## config.mk

```make
export PLATFORM = sky130hd
export DESIGN_NAME = int_issue_queue
export DESIGN_NICKNAME = d
export VERILOG_FILES = /design/src/design/issue_cfg_pkg.sv /design/src/design/issue_types_pkg.sv /design/src/design/issue_bank_if.sv /design/src/design/issue_ctrl.sv /design/src/design/issue_bank.sv /design/src/design/issue_out_stage.sv /design/src/design/int_issue_queue.sv
export SDC_FILE = /design/constraint.sdc
export NUM_CORES = 1
export LEC_CHECK = 0
export BUFFER_PORTS_ARGS = -buffer_cell sky130_fd_sc_hd__buf_4
export CAP_MARGIN = 20
export CORE_ASPECT_RATIO = 1.2
export CORE_MARGIN = 2
export CORE_UTILIZATION = 40
export CTS_BUF_LIST = sky130_fd_sc_hd__clkbuf_4
export DETAILED_ROUTE_END_ITERATION = 16
export HOLD_SLACK_MARGIN = 0.05
export SYNTH_ARGS = -nofsm -noshare
export SYNTH_HDL_FRONTEND = slang
export SYNTH_SLANG_ARGS = --single-unit
```

## constraint.sdc

```tcl
create_clock -name clk -period 8.98 [get_ports clk]
set_input_delay 0.898 -clock clk [delete_from_list [all_inputs] [get_ports clk]]
set_output_delay 0.898 -clock clk [all_outputs]
set_load 0.05 [all_outputs]
```

## src/design/issue_cfg_pkg.sv

```systemverilog
package issue_cfg_pkg;

    ////////////////////////////////////////////////////////////////////////////
    // datapath widths

    localparam int PREG_WIDTH    = 6;  // physical register tag
    localparam int LREG_WIDTH    = 5;  // architectural register number
    localparam int ROB_IDX_WIDTH = 5;  // slot index, the wrap bit comes on top

    localparam int WB_PORTS      = 2;  // writeback ports on the wakeup bus

    ////////////////////////////////////////////////////////////////////////////
    // return-stack hints

    // ra and t0 are the link registers of the calling convention
    localparam logic [LREG_WIDTH-1:0] LINK_REG_A = 5'd1;
    localparam logic [LREG_WIDTH-1:0] LINK_REG_B = 5'd5;

endpackage

```

## src/design/issue_types_pkg.sv

```systemverilog
package issue_types_pkg;

    typedef struct packed {
        logic                                    wrap;  // flips on every pass of the ROB
        logic [issue_cfg_pkg::ROB_IDX_WIDTH-1:0] idx;
    } rob_idx_t;

    typedef enum logic [1:0] {
        BR_NONE,
        BR_COND,
        BR_JAL,
        BR_JALR
    } branch_op_e;

    typedef struct packed {
        rob_idx_t                                rob;
        logic [issue_cfg_pkg::PREG_WIDTH-1:0]    prd;
        logic [issue_cfg_pkg::PREG_WIDTH-1:0]    prs1;
        logic [issue_cfg_pkg::PREG_WIDTH-1:0]    prs2;
        logic [issue_cfg_pkg::LREG_WIDTH-1:0]    lrd;
        logic [issue_cfg_pkg::LREG_WIDTH-1:0]    lrs1;  // needed for the pop hint
        branch_op_e                              bop;
    } uop_t;

    typedef struct packed {
        logic rs1_rdy;
        logic rs2_rdy;
    } src_status_t;

    typedef enum logic [1:0] {
        BT_CONDITION,
        BT_DIRECT,
        BT_INDIRECT,
        BT_CALL
    } br_type_e;

    typedef enum logic [1:0] {
        RAS_NONE,
        RAS_PUSH,
        RAS_POP,
        RAS_POP_PUSH
    } ras_type_e;

    // true when a sits strictly before ref_idx in program order
    function automatic logic is_older(rob_idx_t a, rob_idx_t ref_idx);
        return (a.wrap ^ ref_idx.wrap) ^ (ref_idx.idx > a.idx);
    endfunction

endpackage

```

## src/design/issue_bank_if.sv

```systemverilog
`timescale 1ns/1ns

interface issue_bank_if #(
    parameter int DEPTH = 4
);

    localparam int CNT_W = $clog2(DEPTH + 1);

    logic                         wr_en;
    issue_types_pkg::uop_t        wr_uop;
    issue_types_pkg::src_status_t wr_status;
    logic                         sel_block;  // holds selection off for one cycle

    logic [CNT_W-1:0]             count;      // occupied entries
    logic                         full;
    logic                         sel_valid;
    issue_types_pkg::uop_t        sel_uop;

    modport ctrl (
        output wr_en, wr_uop, wr_status, sel_block,
        input  count, full
    );

    modport bank (
        input  wr_en, wr_uop, wr_status, sel_block,
        output count, full, sel_valid, sel_uop
    );

    modport out (
        input  sel_valid, sel_uop
    );

endinterface

```

## src/design/issue_ctrl.sv

```systemverilog
`timescale 1ns/1ns

module issue_ctrl #(
    parameter int BANKS = 2,
    parameter int DEPTH = 4
) (
    input  logic                         clk,
    input  logic                         rst,
    input  logic [BANKS-1:0]             dis_valid_i,
    input  issue_types_pkg::uop_t        dis_uop_i [BANKS],
    input  issue_types_pkg::src_status_t dis_status_i [BANKS],
    input  logic                         redirect_i,
    output logic                         full_o,
    issue_bank_if.ctrl                   banks [BANKS]
);

    localparam int CNT_W  = $clog2(DEPTH + 1);
    localparam int RANK_W = (BANKS > 1) ? $clog2(BANKS) : 1;

    logic [CNT_W-1:0]  bank_cnt [BANKS];
    logic [BANKS-1:0]  bank_full;
    logic [RANK_W-1:0] rank_d [BANKS];
    logic [RANK_W-1:0] rank_q [BANKS];  // dispatch slot each bank takes

    ////////////////////////////////////////////////////////////////////////////
    // per-bank steering

    for (genvar b = 0; b < BANKS; b++) begin : g_bank
        assign bank_cnt[b]  = banks[b].count;
        assign bank_full[b] = banks[b].full;

        // the whole group waits while any bank is full
        assign banks[b].wr_en     = dis_valid_i[rank_q[b]] & ~full_o;
        assign banks[b].wr_uop    = dis_uop_i[rank_q[b]];
        assign banks[b].wr_status = dis_status_i[rank_q[b]];
        assign banks[b].sel_block = redirect_i;  // no issue while the flush lands
    end

    assign full_o = |bank_full;

    ////////////////////////////////////////////////////////////////////////////
    // occupancy order

    // rank of a bank is the number of banks that come before it when the
    // banks are lined up by count, lower bank number first on a tie
    always_comb begin
        for (int b = 0; b < BANKS; b++) begin
            rank_d[b] = '0;
            for (int j = 0; j < BANKS; j++) begin
                if ((bank_cnt[j] < bank_cnt[b]) ||
                    ((bank_cnt[j] == bank_cnt[b]) && (j < b))) begin
                    rank_d[b] = rank_d[b] + 1'b1;
                end
            end
        end
    end

    always_ff @(posedge clk or posedge rst) begin
        if (rst) begin
            for (int b = 0; b < BANKS; b++) begin
                rank_q[b] <= RANK_W'(b);  // empty banks take slots in bank order
            end
        end else begin
            rank_q <= rank_d;  // order lags the counts by one cycle
        end
    end

endmodule

```

## src/design/issue_bank.sv

```systemverilog
`timescale 1ns/1ns

module issue_bank #(
    parameter int DEPTH = 4
) (
    input  logic                                 clk,
    input  logic                                 rst,
    issue_bank_if.bank                           bank,
    input  logic [issue_cfg_pkg::WB_PORTS-1:0]   wb_valid_i,
    input  logic [issue_cfg_pkg::PREG_WIDTH-1:0] wb_preg_i [issue_cfg_pkg::WB_PORTS],
    input  logic                                 redirect_i,
    input  issue_types_pkg::rob_idx_t            redirect_rob_i
);

    localparam int IDX_W = (DEPTH > 1) ? $clog2(DEPTH) : 1;
    localparam int CNT_W = $clog2(DEPTH + 1);

    logic [DEPTH-1:0]      valid_q;
    logic [DEPTH-1:0]      rdy1_q;
    logic [DEPTH-1:0]      rdy2_q;
    issue_types_pkg::uop_t uop_q [DEPTH];

    logic [DEPTH-1:0]      free_oh;
    logic [DEPTH-1:0]      ready;
    logic [DEPTH-1:0]      keep;
    logic [DEPTH-1:0]      wake1;
    logic [DEPTH-1:0]      wake2;
    logic                  in_wake1;
    logic                  in_wake2;
    logic                  in_keep;

    logic                  sel_found;
    logic                  sel_fire;
    logic [IDX_W-1:0]      sel_idx;
    logic                  sel_valid_q;
    issue_types_pkg::uop_t sel_uop_q;
    logic [CNT_W-1:0]      cnt;

    ////////////////////////////////////////////////////////////////////////////
    // wakeup and flush compare

    always_comb begin
        wake1    = '0;
        wake2    = '0;
        in_wake1 = 1'b0;
        in_wake2 = 1'b0;
        for (int p = 0; p < issue_cfg_pkg::WB_PORTS; p++) begin
            if (wb_valid_i[p]) begin
                for (int i = 0; i < DEPTH; i++) begin
                    wake1[i] = wake1[i] | (wb_preg_i[p] == uop_q[i].prs1);
                    wake2[i] = wake2[i] | (wb_preg_i[p] == uop_q[i].prs2);
                end
                // an op arriving on the same edge must not miss its wakeup
                in_wake1 = in_wake1 | (wb_preg_i[p] == bank.wr_uop.prs1);
                in_wake2 = in_wake2 | (wb_preg_i[p] == bank.wr_uop.prs2);
            end
        end
    end

    for (genvar i = 0; i < DEPTH; i++) begin : g_entry
        assign ready[i] = valid_q[i] & rdy1_q[i] & rdy2_q[i];
        assign keep[i]  = ~redirect_i | issue_types_pkg::is_older(uop_q[i].rob, redirect_rob_i);
    end

    assign in_keep = ~redirect_i | issue_types_pkg::is_older(bank.wr_uop.rob, redirect_rob_i);

    // lowest clear bit of valid_q
    assign free_oh = ~valid_q & (valid_q + 1'b1);

    ////////////////////////////////////////////////////////////////////////////
    // oldest-ready select

    always_comb begin
        sel_found = 1'b0;
        sel_idx   = '0;
        for (int i = 0; i < DEPTH; i++) begin
            if (ready[i] &&
                (!sel_found || issue_types_pkg::is_older(uop_q[i].rob, uop_q[sel_idx].rob))) begin
                sel_found = 1'b1;
                sel_idx   = IDX_W'(i);
            end
        end
    end

    assign sel_fire = sel_found & ~bank.sel_block;

    ////////////////////////////////////////////////////////////////////////////
    // entry state

    always_ff @(posedge clk or posedge rst) begin
        if (rst) begin
            valid_q     <= '0;
            rdy1_q      <= '0;
            rdy2_q      <= '0;
            sel_valid_q <= 1'b0;
        end else begin
            for (int i = 0; i < DEPTH; i++) begin
                if (bank.wr_en && free_oh[i]) begin
                    valid_q[i] <= in_keep;
                    rdy1_q[i]  <= bank.wr_status.rs1_rdy | in_wake1;
                    rdy2_q[i]  <= bank.wr_status.rs2_rdy | in_wake2;
                end else begin
                    valid_q[i] <= valid_q[i] & keep[i] &
                                  ~(sel_fire && (sel_idx == IDX_W'(i)));
                    rdy1_q[i]  <= rdy1_q[i] | wake1[i];
                    rdy2_q[i]  <= rdy2_q[i] | wake2[i];
                end
            end
            sel_valid_q <= sel_fire;  // blocked on redirect, so nothing younger escapes
        end
    end

    always_ff @(posedge clk) begin
        for (int i = 0; i < DEPTH; i++) begin
            if (bank.wr_en && free_oh[i]) begin
                uop_q[i] <= bank.wr_uop;
            end
        end
        if (sel_fire) begin
            sel_uop_q <= uop_q[sel_idx];
        end
    end

    always_comb begin
        cnt = '0;
        for (int i = 0; i < DEPTH; i++) begin
            cnt = cnt + CNT_W'(valid_q[i]);
        end
    end

    assign bank.count     = cnt;
    assign bank.full      = &valid_q;
    assign bank.sel_valid = sel_valid_q;
    assign bank.sel_uop   = sel_uop_q;

endmodule

```

## src/design/issue_out_stage.sv

```systemverilog
`timescale 1ns/1ns

module issue_out_stage (
    input  logic                          clk,
    input  logic                          rst,
    issue_bank_if.out                     side,
    input  logic                          redirect_i,
    input  issue_types_pkg::rob_idx_t     redirect_rob_i,
    output logic                          issue_valid_o,
    output issue_types_pkg::uop_t         issue_uop_o,
    output issue_types_pkg::br_type_e     issue_br_type_o,
    output issue_types_pkg::ras_type_e    issue_ras_type_o
);

    logic                       push;
    logic                       pop;
    logic                       keep;
    issue_types_pkg::br_type_e  br_type_d;
    issue_types_pkg::ras_type_e ras_type_d;

    assign push = (side.sel_uop.lrd == issue_cfg_pkg::LINK_REG_A) ||
                  (side.sel_uop.lrd == issue_cfg_pkg::LINK_REG_B);
    assign pop  = (side.sel_uop.lrs1 == issue_cfg_pkg::LINK_REG_A) ||
                  (side.sel_uop.lrs1 == issue_cfg_pkg::LINK_REG_B);

    assign keep = ~redirect_i | issue_types_pkg::is_older(side.sel_uop.rob, redirect_rob_i);

    ////////////////////////////////////////////////////////////////////////////
    // branch classification for the fetch side

    always_comb begin
        case ({push, pop})
            2'b10:   ras_type_d = issue_types_pkg::RAS_PUSH;
            2'b01:   ras_type_d = issue_types_pkg::RAS_POP;
            2'b11:   ras_type_d = issue_types_pkg::RAS_POP_PUSH;
            default: ras_type_d = issue_types_pkg::RAS_NONE;
        endcase

        case (side.sel_uop.bop)
            issue_types_pkg::BR_JAL: begin
                br_type_d = issue_types_pkg::BT_DIRECT;
            end
            issue_types_pkg::BR_JALR: begin
                // jalr touching a link register is a call or a return
                br_type_d = (push | pop) ? issue_types_pkg::BT_CALL
                                         : issue_types_pkg::BT_INDIRECT;
            end
            default: begin
                br_type_d = issue_types_pkg::BT_CONDITION;  // non-branches land here too
            end
        endcase
    end

    always_ff @(posedge clk or posedge rst) begin
        if (rst) begin
            issue_valid_o <= 1'b0;
        end else begin
            issue_valid_o <= side.sel_valid & keep;
        end
    end

    always_ff @(posedge clk) begin
        issue_uop_o      <= side.sel_uop;
        issue_br_type_o  <= br_type_d;
        issue_ras_type_o <= ras_type_d;
    end

endmodule

```

## src/design/int_issue_queue.sv

```systemverilog
`timescale 1ns/1ns

module int_issue_queue #(
    parameter int BANKS = 2,
    parameter int DEPTH = 4
) (
    input  logic                                 clk,
    input  logic                                 rst,
    input  logic [BANKS-1:0]                     dis_valid_i,
    input  issue_types_pkg::uop_t                dis_uop_i [BANKS],
    input  issue_types_pkg::src_status_t         dis_status_i [BANKS],
    output logic                                 full_o,
    input  logic [issue_cfg_pkg::WB_PORTS-1:0]   wb_valid_i,
    input  logic [issue_cfg_pkg::PREG_WIDTH-1:0] wb_preg_i [issue_cfg_pkg::WB_PORTS],
    input  logic                                 redirect_i,
    input  issue_types_pkg::rob_idx_t            redirect_rob_i,
    output logic [BANKS-1:0]                     issue_valid_o,
    output issue_types_pkg::uop_t                issue_uop_o [BANKS],
    output issue_types_pkg::br_type_e            issue_br_type_o [BANKS],
    output issue_types_pkg::ras_type_e           issue_ras_type_o [BANKS]
);

    issue_bank_if #(.DEPTH(DEPTH)) bank_if [BANKS] ();

    issue_ctrl #(
        .BANKS (BANKS),
        .DEPTH (DEPTH)
    ) u_ctrl (
        .clk          (clk),
        .rst          (rst),
        .dis_valid_i  (dis_valid_i),
        .dis_uop_i    (dis_uop_i),
        .dis_status_i (dis_status_i),
        .redirect_i   (redirect_i),
        .full_o       (full_o),
        .banks        (bank_if)
    );

    ////////////////////////////////////////////////////////////////////////////
    // one bank and one output register per issue port

    for (genvar b = 0; b < BANKS; b++) begin : g_port
        issue_bank #(
            .DEPTH (DEPTH)
        ) u_bank (
            .clk            (clk),
            .rst            (rst),
            .bank           (bank_if[b]),
            .wb_valid_i     (wb_valid_i),
            .wb_preg_i      (wb_preg_i),
            .redirect_i     (redirect_i),
            .redirect_rob_i (redirect_rob_i)
        );

        issue_out_stage u_out (
            .clk              (clk),
            .rst              (rst),
            .side             (bank_if[b]),
            .redirect_i       (redirect_i),
            .redirect_rob_i   (redirect_rob_i),
            .issue_valid_o    (issue_valid_o[b]),
            .issue_uop_o      (issue_uop_o[b]),
            .issue_br_type_o  (issue_br_type_o[b]),
            .issue_ras_type_o (issue_ras_type_o[b])
        );
    end

endmodule

```

==> run summary <==
run status = finished, final reports clean
IO Pins = 184
most frequent cells in the layout = edfxtp_1 (360), buf_4 (207), clkbuf_4 (177)
final worst-path cycle share = 83.1%
commonest non-fill, non-tap cell in the layout = edfxtp_1
max-cap viol count = 0
Multi-input gate area = 8740 µm²
hold crit path type = input port to async pin
gr ovfl total = 0
Peak Freq = 134 MHz
Synth Flop Type = edfxtp_1
Mapped Nets = 1933
total track usage = 21.4%
H-tree level count = 3
Clock transition at path regs = 0.07 ns
Worst R2R Start = g_port[1].u_bank.uop_q[1][33]
Core Box Area = 56200 µm²
CTS tree = built
Distinct cells, synth = 51
Post-CTS Setup Bufs = 0
P_leak = 10.3 nW
Die H = 265 µm
largest net degree at the start of global routing = 42
crit-path max FO = 19
RSZ-0062 raised after global routing = no
Via Count = 14900
Initial DRC Count = 936
sequential-to-total area share from yosys stat = 57.8%
WL final = 62.4 mm
first-pass GRT wire length = 94.8 mm
FF-to-FF End = g_port[1].u_bank.bank.sel_uop[17]
GPL Wtd Cong = 0.871
CTS root buffer = clkbuf_4
synth warn = 0
Slew Viols, Final = 0
Worst EP arrival = 8.04 ns
Post-layout nets = 2185
slowest CP cell = nand2b_2
Yosys reg bits = 470
Sink Count = 470
Max Clock Skew = 0.0727 ns
initial antenna violation count = 1
post-synthesis async set-or-reset flop share = 6.38%
endpoint type of the worst setup path = register
Initial Utilization = 40.5%
CP top delay family = compound AO/OA/AOI/OAI gates
area delta synth->final = 16.8%
Die Area = 58900 µm²
Register Area = 13200 µm²
hpwl dp = 42.7 mm
# rows = 95
worst rel slew slack = 41.4%
chip width = 222 µm
wire per inst = 22.2 µm
Setup CP Type = register to register
clock tree buffer depth = 3
Bufs and invs on worst path = 3
via/cell ratio = 5.29
Final setup violation count = 0
Fillers = 5133
reg-to-reg setup timing slack = 1.52 ns
Worst Max-Slew Pin Slew = 0.879 ns
Netlist Area Pre-Place = 22800 µm²
WP data required = 9.56 ns
fin crit period = 7.46 ns
crit start category = register
worst-case vdd ir drop = 0.000118 V
fin util = 47.3%
vias in the first global route = 16000
share of layout cells above drive strength 1 = 24.2%
Setup TNS = 0 ns
remaining antenna violation count = 0
Syn Inst Count = 1731
port bufs = 183
PwrDens = 315 nW/µm²
reg2reg path depth = 26
Remaining DRCs = 0
clk_lat worst skew = 0.91 ns
DR pass1 iterations = 5
CTS resizes = 0
average size of a mapped cell = 13.2 µm²
Post-synth EDFFs = 360
Final Hold Fails = 0
CTS buffer count = 119
slowest cell delay on critical path = 0.60 ns
# hold bufs at CTS = 0
==> worst max-delay path by stage <==
stage	start	end	depth (start not counted)
2_1_floorplan	g_port[1].u_bank.uop_q[1][33]	g_port[1].u_bank.bank.sel_uop[31]	27
3_3_place_gp	g_port[0].u_bank.uop_q[1][33]	g_port[0].u_bank.bank.sel_uop[4]	27
3_5_place_dp	g_port[0].u_bank.uop_q[1][33]	g_port[0].u_bank.bank.sel_uop[3]	27
4_1_cts	g_port[0].u_bank.uop_q[1][33]	g_port[0].u_bank.bank.sel_uop[3]	27
5_1_grt	g_port[1].u_bank.uop_q[1][33]	g_port[1].u_bank.bank.sel_uop[17]	26
6_report	g_port[1].u_bank.uop_q[1][33]	g_port[1].u_bank.bank.sel_uop[17]	26
==> through the flow <==
stage                     power [mW]  cell area (µm²)  instances  hold WS (ns)  setup WS, ns
after floorplan                 5.53            22800       1731         0.323          2.99
after global placement          6.51            25000       2585         0.327          1.44
after detailed placement        6.59            25000       2588         0.327          1.18
after CTS                       8.47            26600       2812        0.0888          1.18
after global routing            8.86            26600       2814         0.140         0.976
final                           8.38            26600       2814         0.134          1.52
==> power by group <==
group          total (mW)  internal (mW)  switching [mW]
clock network        1.85          0.966           0.885
logic                3.05           1.11            1.94
registers            3.48           3.15           0.325
==> cells in the mapped netlist, types with 29 or more instances <==
| cell type | n | area, µm² |
|---|---|---|
| a21oi_1 | 31 | 155 |
| clkbuf_1 | 34 | 128 |
| dfrtp_1 | 29 | 726 |
| dfxtp_1 | 80 | 1600 |
| edfxtp_1 | 360 | 10800 |
| ha_1 | 99 | 1240 |
| inv_1 | 156 | 586 |
| mux2_2 | 50 | 563 |
| mux2i_1 | 108 | 1080 |
| nand2_1 | 81 | 304 |
| nand4_1 | 40 | 250 |
| nor4_1 | 56 | 350 |
| o21a_1 | 35 | 263 |
| o221ai_1 | 30 | 263 |
| o221ai_2 | 30 | 450 |
| xnor2_1 | 148 | 1300 |
| xor2_1 | 130 | 1140 |
==> logic make-up (layout without fill, tap and decap cells) <==
family                     Yosys count  after routing  synth area share [%]
adders and majority gates          101            101                  5.61
muxes                              168            168                  7.71
AOI/OAI and AO/OA                  192            192                  7.12
DFF                                470            470                  57.8
xor gates and xnor gates           280            280                  10.9
buffers and inverters              236            591                  4.22
and+or+nand+nor                    284            284                  6.70
other                                0              1                     0
==> routing by layer <==
metal  vias to the layer above  part of all wire (%)  GRT usage [%]
li1                       6921                     -              -
met2                       479                    50           37.3
met5                         -                     0              0
met1                      7355                    41           25.7
met4                         0                   3.9           10.3
met3                       129                   5.0           3.76
==> layout make-up <==
type                            instances  area share, %
Sequential cell                       470           49.5
Timing Repair Buffer                  211           6.11
Antenna cell                            1        0.00940
Inverter                              156           2.20
Multi-Input combinational cell       1025           32.8
Clock buffer                          177           4.99
Clock inverter                         47          0.969
Tap cell                              727           3.42
==> worst min-delay path: cells and delay by family <==
| kind | cells | cell delay [ns] |
|---|---|---|
| buffers and inverters | 3 | 0.58 |
==> state kept, by name, indices dropped and copies added, names as in the netlist, 4 cells and up <==
register	cells
g_port.u_bank.uop_q	288
g_port.u_bank.bank.sel_uop	72
g_port.u_out.issue_uop_o	72
g_port.u_bank.rdy1_q	8
g_port.u_bank.rdy2_q	8
g_port.u_bank.valid_q	8
g_port.u_out.issue_br_type_o	4
g_port.u_out.issue_ras_type_o	4
(Power assumes the default switching activity.)
